### src/source/mem_pipe_pkg.sv
`default_nettype none

package mem_pipe_pkg;

    // one data word on the pipeline side
    typedef logic [31:0] word_t;

    // access width of a load or store
    typedef enum logic [1:0] {
        MSIZE_BYTE = 2'd0,
        MSIZE_HALF = 2'd1,
        MSIZE_WORD = 2'd2
    } msize_t;

    // lane 0 is the older instruction
    typedef logic lane_idx_t;

    // pull the addressed field out of a read word and extend it
    function automatic word_t extract_load(
        input word_t      raw,
        input logic [1:0] offset,
        input msize_t     size,
        input logic       is_unsigned
    );
        word_t shifted;
        shifted = raw >> {offset, 3'b000};
        case (size)
            MSIZE_BYTE:
                return is_unsigned ? {24'b0, shifted[7:0]}
                                   : {{24{shifted[7]}}, shifted[7:0]};
            MSIZE_HALF:
                return is_unsigned ? {16'b0, shifted[15:0]}
                                   : {{16{shifted[15]}}, shifted[15:0]};
            default:
                return raw;
        endcase
    endfunction

endpackage

`default_nettype wire

### src/source/dbus_pkg.sv
`default_nettype none

package dbus_pkg;

    // byte address on the data bus
    typedef logic [31:0] addr_t;

    // one write enable per byte lane
    typedef logic [3:0] strobe_t;

    // even words live in bank 0, odd words in bank 1
    typedef logic bank_t;

    localparam int BANK_BIT = 2;

    function automatic bank_t bank_of(input addr_t addr);
        return addr[BANK_BIT];
    endfunction

endpackage

`default_nettype wire

### src/source/dbus_if.sv
`default_nettype none

interface dbus_if;
    import mem_pipe_pkg::*;
    import dbus_pkg::*;

    // request side
    logic    req_valid;
    addr_t   req_addr;
    logic    req_write;
    strobe_t req_strobe;
    word_t   req_wdata;

    // response side
    logic    addr_ok;
    logic    data_ok;
    word_t   rdata;

    modport master (
        output req_valid, req_addr, req_write, req_strobe, req_wdata,
        input  addr_ok
    );

    modport slave (
        input  req_valid, req_addr, req_write, req_strobe, req_wdata,
        output addr_ok, data_ok, rdata
    );

    // observes responses only, drives nothing
    modport monitor (
        input data_ok, rdata
    );

endinterface

`default_nettype wire

### src/source/load_capture.sv
`default_nettype none

module load_capture (
    input  logic                 clk,
    input  logic                 resetn,
    dbus_if.monitor              bus0,
    dbus_if.monitor              bus1,
    input  mem_pipe_pkg::msize_t pair_size [2],
    input  logic [1:0]           pair_unsigned,
    input  logic [1:0]           pair_offset [2],
    input  logic [1:0]           pair_lane_valid,
    output logic                 pair_done,
    output logic                 out_valid,
    output logic [1:0]           out_lane_valid,
    output mem_pipe_pkg::word_t  out_rdata [2]
);
    import mem_pipe_pkg::*;

    logic [1:0] data_ok;
    logic [1:0] saved;
    logic [1:0] lane_done;
    logic [1:0] other_pending;
    logic       finish;
    word_t      rdata [2];
    word_t      save_data [2];
    word_t      raw [2];

    assign data_ok  = {bus1.data_ok, bus0.data_ok};
    assign rdata[0] = bus0.rdata;
    assign rdata[1] = bus1.rdata;

    for (genvar i = 0; i < 2; i++) begin : g_lane
        localparam lane_idx_t OTHER = lane_idx_t'(1 - i);

        // partner lane still has no response
        assign other_pending[i] = pair_lane_valid[OTHER] && !saved[OTHER]
                                  && !data_ok[OTHER];

        // idle lanes count as done
        assign lane_done[i] = !pair_lane_valid[i] || saved[i] || data_ok[i];

        // early data comes from the save register and late data straight from the bus
        assign raw[i] = saved[i] ? save_data[i] : rdata[i];

        always_ff @(posedge clk) begin
            if (resetn)
                saved[i] <= 1'b0;
            else if (finish)
                saved[i] <= 1'b0;
            else if (data_ok[i] && other_pending[i])
                saved[i] <= 1'b1;
        end

        always_ff @(posedge clk) begin
            if (data_ok[i] && other_pending[i])
                save_data[i] <= rdata[i];
        end

        always_ff @(posedge clk) begin
            if (finish)
                out_rdata[i] <= pair_lane_valid[i]
                    ? extract_load(raw[i], pair_offset[i], pair_size[i], pair_unsigned[i])
                    : '0;
        end

        // one response per lane per pair, and only on lanes in use
        a_single_ok: assert property (@(posedge clk) disable iff (resetn)
            data_ok[i] |-> (pair_lane_valid[i] && !saved[i]));
    end

    assign finish = (|pair_lane_valid) && (&lane_done);

    always_ff @(posedge clk) begin
        if (resetn) begin
            out_valid      <= 1'b0;
            out_lane_valid <= 2'b00;
        end else begin
            out_valid <= finish;
            if (finish)
                out_lane_valid <= pair_lane_valid;
        end
    end

    // the issue side frees the pair on the result pulse
    assign pair_done = out_valid;

endmodule

`default_nettype wire

### src/flat_wrapper.sv
// flat-port wrapper written by rule: the top's interface ports become plain ports
module load_capture_flat import mem_pipe_pkg::*;
  (clk, resetn, pair_size, pair_unsigned, pair_offset, pair_lane_valid, pair_done, out_valid, out_lane_valid, out_rdata, bus0_data_ok, bus0_rdata, bus1_data_ok, bus1_rdata);
  dbus_if bus0_i ();
  dbus_if bus1_i ();
  input  logic clk;
  input  logic resetn;
  input  mem_pipe_pkg::msize_t pair_size[2];
  input  logic [1:0] pair_unsigned;
  input  logic [1:0] pair_offset[2];
  input  logic [1:0] pair_lane_valid;
  output logic pair_done;
  output logic out_valid;
  output logic [1:0] out_lane_valid;
  output mem_pipe_pkg::word_t out_rdata[2];
  input wire logic [$bits(bus0_i.data_ok)-1:0] bus0_data_ok;
  input wire logic [$bits(bus0_i.rdata)-1:0] bus0_rdata;
  input wire logic [$bits(bus1_i.data_ok)-1:0] bus1_data_ok;
  input wire logic [$bits(bus1_i.rdata)-1:0] bus1_rdata;
  assign bus0_i.data_ok = bus0_data_ok;
  assign bus0_i.rdata = bus0_rdata;
  assign bus1_i.data_ok = bus1_data_ok;
  assign bus1_i.rdata = bus1_rdata;
  load_capture u_core (.clk(clk), .resetn(resetn), .bus0(bus0_i), .bus1(bus1_i), .pair_size(pair_size), .pair_unsigned(pair_unsigned), .pair_offset(pair_offset), .pair_lane_valid(pair_lane_valid), .pair_done(pair_done), .out_valid(out_valid), .out_lane_valid(out_lane_valid), .out_rdata(out_rdata));
endmodule
### config.mk
export PLATFORM = sky130hd
export DESIGN_NAME = load_capture_flat
export DESIGN_NICKNAME = d
export VERILOG_FILES = /design/src/source/mem_pipe_pkg.sv /design/src/source/dbus_pkg.sv /design/src/source/dbus_if.sv /design/src/source/load_capture.sv /design/src/flat_wrapper.sv
export SDC_FILE = /design/constraint.sdc
export NUM_CORES = 1
export LEC_CHECK = 0
export BUFFER_PORTS_ARGS = -buffer_cell sky130_fd_sc_hd__clkbuf_2
export CORE_ASPECT_RATIO = 0.6
export CORE_MARGIN = 2
export CORE_UTILIZATION = 54
export DETAILED_ROUTE_END_ITERATION = 6
export HOLD_SLACK_MARGIN = 0.05
export PLACE_DENSITY = 0.91
export SYNTH_ARGS = -nofsm -noshare
export SYNTH_HDL_FRONTEND = slang
export SYNTH_SLANG_ARGS = --single-unit
### constraint.sdc
create_clock -name clk -period 3.45 [get_ports clk]
set_input_delay 0.345 -clock clk [delete_from_list [all_inputs] [get_ports clk]]
set_output_delay 0.345 -clock clk [all_outputs]
set_load 0.05 [all_outputs]
Word level (Yosys, flattened, before mapping)
Memory sizes are Yosys's and may differ from the RTL's.
Index checks and enable logic that the tools add are counted.
{"block": "totals", "reg_bits": 69, "latchBits": 0, "ram_bits": 64, "rom_bits": 0, "inputBits": 80, "out_inout_bits": 68, "elab_cells": 49, "n_memories": 1}
{"name": "u_core.save_data", "depth": 2, "word_bits": 32, "read_ports": 2, "rd_clocked_by_memory_dff": 0, "write_ports": 1, "line": "load_capture.sv:25", "text": "word_t save_data [2];"}
{"block": "op_classes", "addsub": 0, "mul": 0, "div": 0, "magnitude_cmp": 0, "n_eq_ne": 2, "n_shift": 2, "n_mux": 15, "bitwise": 0, "n_reduce_logical": 23}
{"op": "2-to-1 mux 32 bit", "n": 7}
{"op": "case mux 32 bit (2 select lines)", "n": 2}
{"op": ">> shifter 32 x 5 -> 16 bit", "n": 2}
{"op": "OR reduction 32 bit", "n": 1}
{"op": "logical AND 1 bit", "n": 7}
{"op": "zero test 1 bit", "n": 6}
{"op": "2-to-1 mux 1 bit", "n": 6}
{"op": "== test 2 x 1 -> 1 bit, second input constant", "n": 2}
{"op": "zero test 2 bit", "n": 2}
{"op": "logical OR 1 bit", "n": 4}
{"op": "OR reduction 2 bit", "n": 2}
{"op": "AND reduction 2 bit", "n": 1}

Logic depth before layout (Yosys ltp)
{"block": "depth", "ltp_word": 8, "ltp_mapped": 7, "ltp_nobuf": 4}

Least setup slack after synthesis
No wires, ideal clock.
{"block": "synth_path", "kind": "reg2reg", "from": "reg u_core.saved[1]", "to": "reg u_core.out_lane_valid[0]", "setup_time_ns": 0.117, "arrival_time_ns": 2.881, "slack_ns": 0.452, "stages_incl_launch_ff": 7, "n_path_buf": 2, "period_less_slack_ns": 2.998, "cell_sequence": "dfxtp_1 > buf_6 > buf_6 > nor2_2 > a211oi_4 > mux2i_1 > nor2_1"}
{"block": "synth_via", "elab_chain_len": 4}
{"item": "from (decl)", "line": "load_capture.sv:20", "text": "logic [1:0] saved;"}
{"item": "from (signal, indexed assignment)", "line": "load_capture.sv:47", "text": "saved[i] <= 1'b0;"}
{"item": "from (signal, indexed assignment)", "line": "load_capture.sv:49", "text": "saved[i] <= 1'b0;"}
{"item": "from (signal, indexed assignment)", "line": "load_capture.sv:51", "text": "saved[i] <= 1'b1;"}
{"item": "logical OR 1 bit (2 in a row)", "line": "load_capture.sv:40", "text": "assign lane_done[i] = !pair_lane_valid[i] || saved[i] || data_ok[i];"}
{"item": "AND reduction 2 bit", "line": "load_capture.sv:71", "text": "assign finish = (|pair_lane_valid) && (&lane_done);"}
{"item": "logical AND 1 bit", "line": "load_capture.sv:71"}
{"item": "via u_core.finish", "line": "load_capture.sv:23", "text": "logic finish;"}
{"item": "to (signal assigned)", "line": "load_capture.sv:80", "text": "out_lane_valid <= pair_lane_valid;"}
{"item": "to (decl)", "line": "load_capture.sv:14", "text": "output logic [1:0] out_lane_valid,"}
The timed path passes the listed nets, and every way through them passes these cells.
A chain may end at the register's enable or synchronous reset.

Worst setup path in the final report
{"block": "layout_path", "from": "reg u_core.saved[0]", "to": "reg u_core.out_rdata[57] in the netlist's numbering, data pin"}
{"block": "layout_via", "elab_chain_len": 4, "elab_cells_between_ends": 5, "cone_classes": "shift: 1; mux: 4"}
{"item": "2-to-1 mux 32 bit *", "line": "load_capture.sv:43", "text": "assign raw[i] = saved[i] ? save_data[i] : rdata[i];"}
{"item": ">> shifter 32 x 5 -> 16 bit", "line": "mem_pipe_pkg.sv:26", "text": "shifted = raw >> {offset, 3'b000};"}
{"item": "2-to-1 mux 32 bit (on tied branches)", "line": "mem_pipe_pkg.sv:32, mem_pipe_pkg.sv:29"}
{"item": "case mux 32 bit (2 select lines) *", "line": "mem_pipe_pkg.sv:27", "text": "case (size)"}
{"item": "to (signal, indexed assignment)", "line": "load_capture.sv:61", "text": "out_rdata[i] <= pair_lane_valid[i]"}
{"item": "to (decl)", "line": "load_capture.sv:15", "text": "output mem_pipe_pkg::word_t out_rdata [2]"}
Every way passes the cells marked *; elsewhere a longest branch is shown, timed or not.

==> summary.md <==
| Metric | Value |
|---|---|
| Outcome | finished, final reports clean |
| Post-placement cell count | around 740 |
| FFs w/ async S/R, synth | 0% |
| Crit-path max FO | 24 |
| First-pass GRT wire length | roughly 25000 um |
| Crit start category | register |
| I/O Pins | approximately 150 |
| Initial DRC count | 577 |
| Max VDD drop | about 0.00037 V |
| Setup bufs post-CTS | 0 |
| Post-Syn Nets | roughly 530 |
| Via density | 6.07 |
| Core area | 11400 um^2 |
| Post-synthesis sequential area ratio | between 60% and 70% |
| Grt ovf | 0 |
| DRT antenna net count | 0 |
| Post-cts repair resize count | 0 |
| Drt wl/cell | about 21 um |
| Nets | between 600 and 700 |
| Antenna Cells | 0 |
| Hold_buf cts | 0 |
| CP endpoint kind | register |
| Top cell type by total area after synthesis | edfxtp_1 |
| Core Rows | 30 |
| Synthesized instance count | ~450 |
| Max-cap viol count | 0 |
| Synth Register Bits | approximately 130 |
| Critical path arrival | 2550 ps |
| Synth top area share | 60.0% |
| Final setup violation count | 0 |
| Slew Limit Fails | 0 |
| Final Cycle Share | a little under three quarters |
| DRC Markers | 0 |
| Port bufs | 147 |
| Clock Skews | a little over 10 ps |
| Antenna violations before repair | 0 |
| Area delta synth->final | 20.7% |
| Share of cells above drive strength 1 | 37.1% |
| Setup_tns | 0 ps |
| CTS sink count | approximately 130 |
| Die extent in y | 88.4 um |
| All-layer global routing usage | roughly a quarter |
| Fmax | around 400 MHz |
| 1st-pass router iterations | 5 |
| Clock tree from TritonCTS | built |
| Final min period | 2470 ps |
| Kind of critical path | register to register |
| Ys Warns | 0 |
| Synthesized cell area | ~6400 um^2 |
| Area contributors post-synth | edfxtp_1 (60%), mux2i_1 (8.4%), mux2_2 (2.8%) |
| Post-synth EDFFs | roughly 130 |
| Chip Width | between 100 and 150 um |
| WL final | about 16000 um |
| Actual slew at the worst max-slew pin | about 1000 ps |
| Num CTS Buffers | 17 |
| Reg clk slew, reported paths | roughly 60 ps |
| Synth Area per Inst | 14.1 um^2 |
| Pwr dens | roughly 580 nW/um^2 |
| RSZ-0062 raised after global routing | false |
| H-Tree Depth | 4 |
| Critical Path RT | ~3500 ps |
| CTS root buffer | clkbuf_16 |
| Static Leakage | 0.00300 uW |
| Clk_lat worst skew | approximately 410 ps |
| Clk buf depth | 2 |
| Fin. Hold Viols | 0 |
| Post-DP HPWL | 11800 um |
| Fin util | just under 70% |
| Largest net degree at the start of global routing | 57 |
| Synth unique cells | between 50 and 60 |
| Final std cells w/o fill | ~770 |
| Gpl congestion | 0.914 |
| Hold WC Path Type | input port to register |
| PnR worst setup slack | 980 ps |
| Post-synth top flop | edfxtp_1 |
| Pre-CTS setup slack | roughly 960 ps |
| Die ar. | around 13000 um^2 |
| Total number of vias | around 4700 |
| Slew margin rel. | 29.9% |
| Initial Util | a little under three fifths |
| Vias in the first global route | about 4500 |
path summary, 6_finish.rpt:
path                                 start                        to  slack (ps)  cells past startpoint
setup / recovery           u_core.saved[0]      u_core.out_rdata[57]         980                      4
hold / removal              bus1_rdata[22]   u_core.save_data[0][54]         130                      1
setup reg to reg           u_core.saved[0]      u_core.out_rdata[57]         980                      4
hold reg to reg   u_core.out_lane_valid[0]  u_core.out_lane_valid[0]         500                      2
cells in the final DEF, fill, tap and decap left out, types with 2 or more instances in the layout:
| master | netlist | layout |
|---|---|---|
| and2_1 | 9 | 9 |
| nand3_1 | 21 | 21 |
| or2_2 | 2 | 2 |
| edfxtp_1 | 128 | 128 |
| mux4_2 | 4 | 4 |
| dfxtp_2 | 0 | 2 |
| nand2_1 | 37 | 37 |
| clkbuf_16 | 0 | 17 |
| o221ai_1 | 5 | 5 |
| nor2b_1 | 5 | 5 |
| clkinv_4 | 0 | 4 |
| or2_0 | 4 | 4 |
| a32oi_1 | 5 | 5 |
| a22oi_1 | 15 | 15 |
| o22ai_1 | 18 | 18 |
| o211ai_2 | 2 | 2 |
| nand2b_1 | 6 | 6 |
| nand3b_1 | 2 | 2 |
| a211o_1 | 2 | 2 |
| clkinvlp_4 | 0 | 2 |
| a221oi_1 | 2 | 2 |
| buf_4 | 6 | 7 |
| inv_1 | 5 | 5 |
| clkinv_2 | 0 | 4 |
| nor3b_1 | 6 | 6 |
| and3_1 | 2 | 2 |
| nor2_1 | 12 | 12 |
| dfxtp_1 | 5 | 3 |
| mux2i_1 | 54 | 54 |
| clkbuf_2 | 0 | 147 |
| mux2_4 | 6 | 6 |
| nor3_1 | 5 | 5 |
| o21ai_1 | 3 | 3 |
| mux2_2 | 16 | 16 |
| bufinv_16 | 0 | 3 |
| o21ai_0 | 8 | 8 |
| o211ai_1 | 16 | 16 |
routing by layer:
metal | global-route usage (%) | vias up | wire length, um
li1 | - | 2078 | -
met2 | 35.5 | 317 | 6930
met1 | 39.1 | 2233 | 7240
met4 | 10.2 | 0 | 279
met3 | 8.77 | 31 | 1820
met5 | 0 | - | 0
power breakdown:
part           total (uW)  switching [uW]  internal, uW
Clock                1790             664          1130
Sequential           1930            36.2          1900
Combinational         723             533           190
Yosys cell counts, types with 3 or more instances:
master and n:
a22oi_1 15, a32oi_1 5, and2_1 9, buf_4 6
buf_6 12, clkbuf_1 8, dfxtp_1 5, edfxtp_1 128
inv_1 5, mux2_2 16, mux2_4 6, mux2i_1 54
mux4_2 4, nand2_1 37, nand2b_1 6, nand3_1 21
nor2_1 12, nor2b_1 5, nor3_1 5, nor3b_1 6
o211ai_1 16, o21ai_0 8, o21ai_1 3, o221ai_1 5
o22ai_1 18, or2_0 4
stage by stage:
stage	power, uW	hold WS, ps	cell area [um^2]
4_1_cts	4460	108	7730
2_1_floorplan	2480	417	6410
3_3_place_gp	2650	475	7150
3_5_place_dp	2680	497	7150
6_report	4450	125	7730
5_1_grt	4580	112	7730
flip-flops by register name (all words and copies together), names as in the netlist:
name	count
u_core.saved	2
u_core.out_valid	1
u_core.save_data	64
u_core.out_rdata	64
u_core.out_lane_valid	2
cells by family after synthesis:
group | Yosys count | synth area share [%]
DFF | 133 | 61.5
muxes | 80 | 14.1
AOI/OAI and AO/OA | 87 | 10.6
buffers and inverters | 37 | 4.27
and+or+nand+nor | 117 | 9.56
layout make-up:
type / count / area [um^2]
clock buffer: 18 / 429
timing repair buffer: 154 / 788
fill: 835 / 3710
clock inverter: 13 / 160
sequential: 133 / 3950
multi-input combinational: 284 / 2190
inverter: 5 / 18.8
tap: 160 / 200
critical path: stages, from the launching register on:
cell,delay (ps)
dfxtp_2,680
mux2i_1,380
o22ai_1,180
o2111ai_4,560
o211ai_1,320
Note: power is estimated with default switching activity, not from simulation.
