File: config.mk
export PLATFORM = sky130hd
export DESIGN_NAME = mem_req_issue_flat
export DESIGN_NICKNAME = d
export VERILOG_FILES = /design/src/source/mem_pipe_pkg.sv /design/src/source/dbus_pkg.sv /design/src/source/dbus_if.sv /design/src/source/mem_req_issue.sv /design/src/flat_wrapper.sv
export SDC_FILE = /design/constraint.sdc
export NUM_CORES = 1
export LEC_CHECK = 0
export BUFFER_PORTS_ARGS = -buffer_cell sky130_fd_sc_hd__buf_2
export CAP_MARGIN = 5
export CORE_ASPECT_RATIO = 0.75
export CORE_MARGIN = 3
export CORE_UTILIZATION = 40
export DETAILED_ROUTE_END_ITERATION = 6
export PLACE_DENSITY = 0.76
export SLEW_MARGIN = 20
export SYNTH_ARGS = -nofsm -noshare
export SYNTH_HDL_FRONTEND = slang
export SYNTH_SLANG_ARGS = --single-unit
File: constraint.sdc
create_clock -name clk -period 1.8 [get_ports clk]
set_input_delay 0 -clock clk [delete_from_list [all_inputs] [get_ports clk]]
set_output_delay 0 -clock clk [all_outputs]
set_load 0.005 [all_outputs]
File: src/source/mem_pipe_pkg.sv
`default_nettype none

package mem_pipe_pkg;

    // one data word on the pipeline side
    typedef logic [31:0] word_t;

    // access width of a load or store
    typedef enum logic [1:0] {
        MSIZE_BYTE = 2'd0,
        MSIZE_HALF = 2'd1,
        MSIZE_WORD = 2'd2
    } msize_t;

    // lane 0 is the older instruction
    typedef logic lane_idx_t;

    // pull the addressed field out of a read word and extend it
    function automatic word_t extract_load(
        input word_t      raw,
        input logic [1:0] offset,
        input msize_t     size,
        input logic       is_unsigned
    );
        word_t shifted;
        shifted = raw >> {offset, 3'b000};
        case (size)
            MSIZE_BYTE:
                return is_unsigned ? {24'b0, shifted[7:0]}
                                   : {{24{shifted[7]}}, shifted[7:0]};
            MSIZE_HALF:
                return is_unsigned ? {16'b0, shifted[15:0]}
                                   : {{16{shifted[15]}}, shifted[15:0]};
            default:
                return raw;
        endcase
    endfunction

endpackage

`default_nettype wire

File: src/source/dbus_pkg.sv
`default_nettype none

package dbus_pkg;

    // byte address on the data bus
    typedef logic [31:0] addr_t;

    // one write enable per byte lane
    typedef logic [3:0] strobe_t;

    // even words live in bank 0, odd words in bank 1
    typedef logic bank_t;

    localparam int BANK_BIT = 2;

    function automatic bank_t bank_of(input addr_t addr);
        return addr[BANK_BIT];
    endfunction

endpackage

`default_nettype wire

File: src/source/dbus_if.sv
`default_nettype none

interface dbus_if;
    import mem_pipe_pkg::*;
    import dbus_pkg::*;

    // request side
    logic    req_valid;
    addr_t   req_addr;
    logic    req_write;
    strobe_t req_strobe;
    word_t   req_wdata;

    // response side
    logic    addr_ok;
    logic    data_ok;
    word_t   rdata;

    modport master (
        output req_valid, req_addr, req_write, req_strobe, req_wdata,
        input  addr_ok
    );

    modport slave (
        input  req_valid, req_addr, req_write, req_strobe, req_wdata,
        output addr_ok, data_ok, rdata
    );

    // observes responses only, drives nothing
    modport monitor (
        input data_ok, rdata
    );

endinterface

`default_nettype wire

File: src/source/mem_req_issue.sv
`default_nettype none

module mem_req_issue (
    input  logic                 clk,
    input  logic                 resetn,
    input  logic                 in_valid,
    input  logic [1:0]           in_lane_valid,
    input  logic [1:0]           in_write,
    input  mem_pipe_pkg::msize_t in_size [2],
    input  logic [1:0]           in_unsigned,
    input  dbus_pkg::addr_t      in_addr [2],
    input  mem_pipe_pkg::word_t  in_wdata [2],
    output logic                 stall,
    output mem_pipe_pkg::msize_t pair_size [2],
    output logic [1:0]           pair_unsigned,
    output logic [1:0]           pair_offset [2],
    output logic [1:0]           pair_lane_valid,
    input  logic                 pair_done,
    dbus_if.master               bus0,
    dbus_if.master               bus1
);
    import mem_pipe_pkg::*;
    import dbus_pkg::*;

    logic       take;
    logic       busy;
    logic [1:0] req_valid;
    logic [1:0] req_write;
    logic [1:0] addr_ok;
    addr_t      req_addr [2];
    strobe_t    req_strobe [2];
    word_t      req_wdata [2];
    strobe_t    lane_strobe [2];
    word_t      lane_wdata [2];

    // a new pair may enter in the same cycle the old one completes
    assign stall = busy && !pair_done;
    assign take  = in_valid && !stall;

    assign addr_ok = {bus1.addr_ok, bus0.addr_ok};

    for (genvar i = 0; i < 2; i++) begin : g_lane
        // strobes and store data placed on the addressed byte lanes
        always_comb begin
            case (in_size[i])
                MSIZE_BYTE: begin
                    lane_strobe[i] = strobe_t'(4'b0001 << in_addr[i][1:0]);
                    lane_wdata[i]  = {4{in_wdata[i][7:0]}};
                end
                MSIZE_HALF: begin
                    lane_strobe[i] = strobe_t'(4'b0011 << in_addr[i][1:0]);
                    lane_wdata[i]  = {2{in_wdata[i][15:0]}};
                end
                default: begin
                    lane_strobe[i] = 4'b1111;
                    lane_wdata[i]  = in_wdata[i];
                end
            endcase
        end

        always_ff @(posedge clk) begin
            if (take) begin
                req_addr[i]    <= in_addr[i];
                req_strobe[i]  <= lane_strobe[i];
                req_wdata[i]   <= lane_wdata[i];
                pair_size[i]   <= in_size[i];
                pair_offset[i] <= in_addr[i][1:0];
            end
        end

        // misaligned accesses are not handled by this stage
        a_aligned: assert property (@(posedge clk) disable iff (resetn)
            (take && in_lane_valid[i]) |->
                !((in_size[i] == MSIZE_HALF && in_addr[i][0]) ||
                  (in_size[i] == MSIZE_WORD && in_addr[i][1:0] != 2'b00)));
    end

    always_ff @(posedge clk) begin
        if (take) begin
            req_write     <= in_write;
            pair_unsigned <= in_unsigned;
        end
    end

    always_ff @(posedge clk) begin
        if (resetn) begin
            busy            <= 1'b0;
            req_valid       <= 2'b00;
            pair_lane_valid <= 2'b00;
        end else if (take) begin
            busy            <= 1'b1;
            req_valid       <= in_lane_valid;
            pair_lane_valid <= in_lane_valid;
        end else begin
            if (pair_done)
                busy <= 1'b0;
            // drop each request once its address is taken
            req_valid <= req_valid & ~addr_ok;
        end
    end

    assign bus0.req_valid  = req_valid[0];
    assign bus0.req_addr   = req_addr[0];
    assign bus0.req_write  = req_write[0];
    assign bus0.req_strobe = req_strobe[0];
    assign bus0.req_wdata  = req_wdata[0];

    assign bus1.req_valid  = req_valid[1];
    assign bus1.req_addr   = req_addr[1];
    assign bus1.req_write  = req_write[1];
    assign bus1.req_strobe = req_strobe[1];
    assign bus1.req_wdata  = req_wdata[1];

endmodule

`default_nettype wire

File: src/flat_wrapper.sv
// flat-port wrapper written by rule: the top's interface ports become plain ports
module mem_req_issue_flat import mem_pipe_pkg::*; import dbus_pkg::*;
  (clk, resetn, in_valid, in_lane_valid, in_write, in_size, in_unsigned, in_addr, in_wdata, stall, pair_size, pair_unsigned, pair_offset, pair_lane_valid, pair_done, bus0_req_valid, bus0_req_addr, bus0_req_write, bus0_req_strobe, bus0_req_wdata, bus0_addr_ok, bus1_req_valid, bus1_req_addr, bus1_req_write, bus1_req_strobe, bus1_req_wdata, bus1_addr_ok);
  dbus_if bus0_i ();
  dbus_if bus1_i ();
  input  logic clk;
  input  logic resetn;
  input  logic in_valid;
  input  logic [1:0] in_lane_valid;
  input  logic [1:0] in_write;
  input  mem_pipe_pkg::msize_t in_size[2];
  input  logic [1:0] in_unsigned;
  input  dbus_pkg::addr_t in_addr[2];
  input  mem_pipe_pkg::word_t in_wdata[2];
  output logic stall;
  output mem_pipe_pkg::msize_t pair_size[2];
  output logic [1:0] pair_unsigned;
  output logic [1:0] pair_offset[2];
  output logic [1:0] pair_lane_valid;
  input  logic pair_done;
  output wire logic [$bits(bus0_i.req_valid)-1:0] bus0_req_valid;
  output wire logic [$bits(bus0_i.req_addr)-1:0] bus0_req_addr;
  output wire logic [$bits(bus0_i.req_write)-1:0] bus0_req_write;
  output wire logic [$bits(bus0_i.req_strobe)-1:0] bus0_req_strobe;
  output wire logic [$bits(bus0_i.req_wdata)-1:0] bus0_req_wdata;
  input wire logic [$bits(bus0_i.addr_ok)-1:0] bus0_addr_ok;
  output wire logic [$bits(bus1_i.req_valid)-1:0] bus1_req_valid;
  output wire logic [$bits(bus1_i.req_addr)-1:0] bus1_req_addr;
  output wire logic [$bits(bus1_i.req_write)-1:0] bus1_req_write;
  output wire logic [$bits(bus1_i.req_strobe)-1:0] bus1_req_strobe;
  output wire logic [$bits(bus1_i.req_wdata)-1:0] bus1_req_wdata;
  input wire logic [$bits(bus1_i.addr_ok)-1:0] bus1_addr_ok;
  assign bus0_req_valid = bus0_i.req_valid;
  assign bus0_req_addr = bus0_i.req_addr;
  assign bus0_req_write = bus0_i.req_write;
  assign bus0_req_strobe = bus0_i.req_strobe;
  assign bus0_req_wdata = bus0_i.req_wdata;
  assign bus0_i.addr_ok = bus0_addr_ok;
  assign bus1_req_valid = bus1_i.req_valid;
  assign bus1_req_addr = bus1_i.req_addr;
  assign bus1_req_write = bus1_i.req_write;
  assign bus1_req_strobe = bus1_i.req_strobe;
  assign bus1_req_wdata = bus1_i.req_wdata;
  assign bus1_i.addr_ok = bus1_addr_ok;
  mem_req_issue u_core (.clk(clk), .resetn(resetn), .in_valid(in_valid), .in_lane_valid(in_lane_valid), .in_write(in_write), .in_size(in_size), .in_unsigned(in_unsigned), .in_addr(in_addr), .in_wdata(in_wdata), .stall(stall), .pair_size(pair_size), .pair_unsigned(pair_unsigned), .pair_offset(pair_offset), .pair_lane_valid(pair_lane_valid), .pair_done(pair_done), .bus0(bus0_i), .bus1(bus1_i));
endmodule
-- Word-level counts from Yosys, hierarchy flattened
Memories as Yosys holds them, arrays and structs flattened.
Cells that the tools add are included.
- bits in registers: 17
- bits in writable memories: 136
- bits of input ports: 144
- output and inout port bits: 153
- logic and storage cells: 36
- memories kept: 3
- memories (name ; words ; bits a word ; rd ports ; clocked after memory_dff ; wr ports ; RTL line ; RTL):
    u_core.req_addr ; 2 ; 32 ; 2 ; 0 ; 2 ; mem_req_issue.sv:30 ; addr_t req_addr [2];
    u_core.req_wdata ; 2 ; 32 ; 2 ; 0 ; 2 ; mem_req_issue.sv:32 ; word_t req_wdata [2];
    u_core.req_strobe ; 2 ; 4 ; 2 ; 0 ; 2 ; mem_req_issue.sv:31 ; strobe_t req_strobe [2];
- equal/unequal tests: 2
- shift operators: 4
- mux-type cells: 9
- bitwise logic cells: 2
- reduce and logical (&&, ||, !) cells: 7
- operator list (cell ; count):
    32-bit one-hot mux with 2 select lines ; 2
    4-bit one-hot mux with 2 select lines ; 2
    1-bit by 2-bit left shift with 4-bit output (first input constant) ; 2
    2-bit by 2-bit left shift with 4-bit output (first input constant) ; 2
    2-bit by 1-bit == test with 1-bit output (second input constant) ; 2
    2-bit zero test ; 2
    1-bit 2-to-1 mux ; 4
    2-bit bitwise AND ; 1
    1-bit logical AND ; 2
    1-bit zero test ; 2
    2-bit 2-to-1 mux ; 1
    2-bit inverter ; 1
    2-bit nonzero test ; 1

-- Depth between registers and ports, before layout
- word-level depth: 6
- mapped depth: 4
- gate-level depth less buffers: 4

-- Worst setup path after synthesis
Ideal clock, no wire load.
- path type: reg-to-reg
- from: register u_core.busy
- to: register u_core.pair_offset[0] (netlist name) (enable)
- setup time: 0.405 ns
- data arrival time: 1.464 ns
- required time: 1.395 ns
- setup slack: -0.069 ns
- cell stages (with the launch flop): 3
- path buffers: 0
- clock period less this slack: 1.869 ns
- path through: dfxtp_1 -> nand2b_4 -> and2_4
- word-level cells in the longest chain between the ends: 3
- RTL lines (element ; RTL line ; RTL):
    from (decl) ; mem_req_issue.sv:26 ; logic busy;
    from (signal assigned) ; mem_req_issue.sv:87 ; busy <= 1'b0;
    from (signal assigned) ; mem_req_issue.sv:91 ; busy <= 1'b1;
    from (signal assigned) ; mem_req_issue.sv:96 ; busy <= 1'b0;
    1-bit logical AND ; mem_req_issue.sv:37 ; assign stall = busy && !pair_done;
    1-bit zero test ; mem_req_issue.sv:38 ; assign take = in_valid && !stall;
    1-bit logical AND ; mem_req_issue.sv:38 ;
    named net u_core.take ; mem_req_issue.sv:25 ; logic take;
    to (signal, indexed assignment) ; mem_req_issue.sv:67 ; pair_offset[i] <= in_addr[i][1:0];
    to (decl) ; mem_req_issue.sv:16 ; output logic [1:0] pair_offset [2],
The timed path passes the listed nets, and every way through them passes these cells.
A chain may end at the register's enable or synchronous reset.

-- Worst setup path in the final report
- from: register u_core.busy
- to: register u_core.req_valid[1]
- word-level cells in the longest chain between the ends: 4
- RTL lines (element ; RTL line ; RTL):
    1-bit logical AND ; mem_req_issue.sv:37 ;
    1-bit zero test ; mem_req_issue.sv:38 ;
    1-bit logical AND ; mem_req_issue.sv:38 ;
    named net u_core.take ; mem_req_issue.sv:25 ;
    2-bit 2-to-1 mux ; mem_req_issue.sv:90 ; end else if (take) begin
    to (signal assigned) ; mem_req_issue.sv:92 ; req_valid <= in_lane_valid;
    to (signal assigned) ; mem_req_issue.sv:98 ; req_valid <= req_valid & ~addr_ok;
    to (decl) ; mem_req_issue.sv:27 ; logic [1:0] req_valid;
The timed path passes the listed nets, and every way through them passes these cells.

==> impl_metrics.yaml <==
power:
  finalPower_mw: 8.35
  pwr_density_cell_nw_per_um2: 915
  peakVddDrop_mv: 0.803
  leakage_nw: 3.90
clock_network:
  cts_root_buffer: "clkbuf_16"
  cts_tree: "built"
  numClockSinks: 149
  htreeDepth: 4
  cts_resized: 0
  cts_buffers: 17
  path_clk_slew_ps: 60
  clk_latency_ps: 410
  clock_path_buffers: 2
  post-cts-setup-buffers: 0
worst_setup_path:
  slowest_delay_ps: 600
  critical_path.slowest_cell: "dlygate4sd3_1"
  cp_max_fo: 8
  r2r_slack_ps: 270
  worstSetupEndpoint: "u_core.req_valid[1]"
  crit_start: "u_core.busy"
  critPathRequiredTime_ps: 2150
  crit_type: "register to register"
  cp-end-kind: "register"
  arrival_ps: 1880
  startpoint_type: "register"
  r2r_cells: 4
  worstPathCellList: "nand2b_4 > and2_4 > o41ai_1 > dlygate4sd3_1"
  worstReg2RegEnd: "u_core.req_valid[1]"
  rr_startpoint: "u_core.busy"
yosys:
  synthTopCellsByArea: "edfxtp_1, mux2_2, mux2i_1"
  synth_cell_type_count: 22
  syn-instance-count: 276
  yosys_warnings: 0
  synth_area_um2: 5420
  synth_area_per_cell_um2: 19.6
  synth_top_area_frac: 0.798
  synth_fp_nets: 420
  yosysSeqAreaShare: 0.817
  synth-seq-cells: 149
  yosysTopAreaCell: "edfxtp_1"
job:
  cap_viol_max_count: 0
route:
  vias: 4315
  dr_wl_met2_mm: 8.93
  antenna_left: 0
  wl_met3_mm: 1.62
  drt-initial-drc-count: 318
  dr.pass1.iters: 4
  highest_layer: "met4"
  drcViolationCount: 0
  routed_wl_mm: 16.8
  via_per_inst: 4.70
  wl_per_cell_um: 18.3
  met1_length_mm: 5.87
floorplan:
  ios: 297
  die-height_um: 107
  core-area_um2: 13100
  initial_core_util: 0.413
  die_x_um: 140
  die_area_um2: 15000
  rows: 36
timing:
  slew_violations: 0
  hold_violations: 0
  rsz0062_at_grt: "no"
  min_period_ps: 1530
  whs_ps: 47.8
  relSlewSlack: 0.573
  finalSetupViolCount: 0
  fin_ws_ps: 272
  tightest_slew_ps: 640
  period_share: 0.849
  max_freq_ghz: 0.654
  clock_skew_ps: 7.28
layout:
  final_cell_area_um2: 9120
  regArea_um2: 4430
  diodes: 0
  nFillCells: 843
  final_cell_mix: "buf_2, dlygate4sd3_1, edfxtp_1"
  nets: 879
  final_common_cell: "buf_2"
  final_layout_size_suffix_gt1_frac: 0.481
  area_growth_pct: 68.4
  multi_input_area_um2: 881
placed_design:
  place_area_um2: 7070
  pre_cts_ws_ps: 508
  port_buffers: 296
  gp_congestion: 0.813
  hpwlAfterDp_mm: 10.3
grt:
  grt_first_pass_wirelength_mm: 25.4
  grt_use_total: 0.225
  antenna_found_initial: 0
  grt-ovfl-total: 0
  grt_start_max_net_pins: 65
  grt_pass1_vias: 4666
run_status:
  status: "finished clean"
min_path:
  min_path_type: "primary input to register"
## what timing repair did
item,in CTS,in global routing
endpoints found under the hold margin,145,0
hold buffers,153,0
setup endpoints to repair,0,0
## worst min path at each step
stage	start	end	depth (start not counted)
after CTS	in_size[2]	u_core.pair_size[2]	1
after global placement	in_addr[31]	u_core.req_addr[0][63]	1
after floorplan	resetn	u_core.busy	1
after detailed placement	in_addr[36]	u_core.req_addr[0][4]	1
final	in_size[0]	u_core.pair_size[0]	1
after global routing	in_size[0]	u_core.pair_size[0]	1
## stage by stage
step / utilization / setup TNS (ps) / std cells
global route: 0.696 / 0 / 918
detailed placement: 0.539 / 0 / 734
finish: 0.696 / 0 / 918
global placement: 0.539 / 0 / 734
CTS: 0.696 / 0 / 918
floorplan: - / -9010 / 276
## metal layers
metal / vias to the layer above / GRT usage
li1: 1977 / -
met1: 2051 / 0.245
met2: 258 / 0.402
met3: 29 / 0.0780
met4: 0 / 0.0899
met5: - / 0
## flip-flops by register name, summed over array words and instances, names as in the netlist
| name | count |
|---|---|
| u_core.req_valid | 2 |
| u_core.req_addr | 62 |
| u_core.busy | 1 |
| u_core.req_write | 2 |
| u_core.pair_unsigned | 2 |
| u_core.req_wdata | 64 |
| u_core.pair_lane_valid | 2 |
| u_core.pair_size | 4 |
| u_core.pair_offset | 2 |
| u_core.req_strobe | 8 |
## cell usage after synthesis (all sizes together)
cell,number
edfxtp,144
mux2,32
o21ai,20
nand2,18
mux2i,16
buf,10
nor2,6
dfxtp,5
inv,5
nand2b,5
o21bai,4
a21oi,2
clkbuf,2
nand3b,2
nand4b,2
o41ai,2
and2,1
## cell type report
cell class | instances | share of cell area
clock buffer | 19 | 0.0475
clock inverter | 12 | 0.00974
inverter | 5 | 0.00206
multi-input combinational | 110 | 0.0966
sequential | 149 | 0.485
tap | 171 | 0.0235
timing repair buffer | 452 | 0.336
## where the power goes
part | switching (mW) | internal [mW] | leakage [nW]
sequential | 0.0681 | 4.07 | 1.43
combinational | 0.443 | 0.580 | 2.22
clock | 1.32 | 1.86 | 0.244
total | 1.83 | 6.52 | 3.90
## kinds of logic (layout without fill, tap and decap cells)
kind of cell	after synthesis	after routing	synth area share
flip-flops	149	149	0.817
AO/OA/AOI/OAI	28	28	0.0291
AND/OR/NAND/NOR	34	34	0.0374
buffers and inverters	17	488	0.0206
multiplexers	48	48	0.0961
## critical path: cells and delay by family (launching register included)
family	cells	cell delay [ps]
AOI/OAI and AO/OA	1	270
and+or+nand+nor	2	240
DFF	1	350
buffers and inverters	1	600
Power figures use the tool's default switching activity.
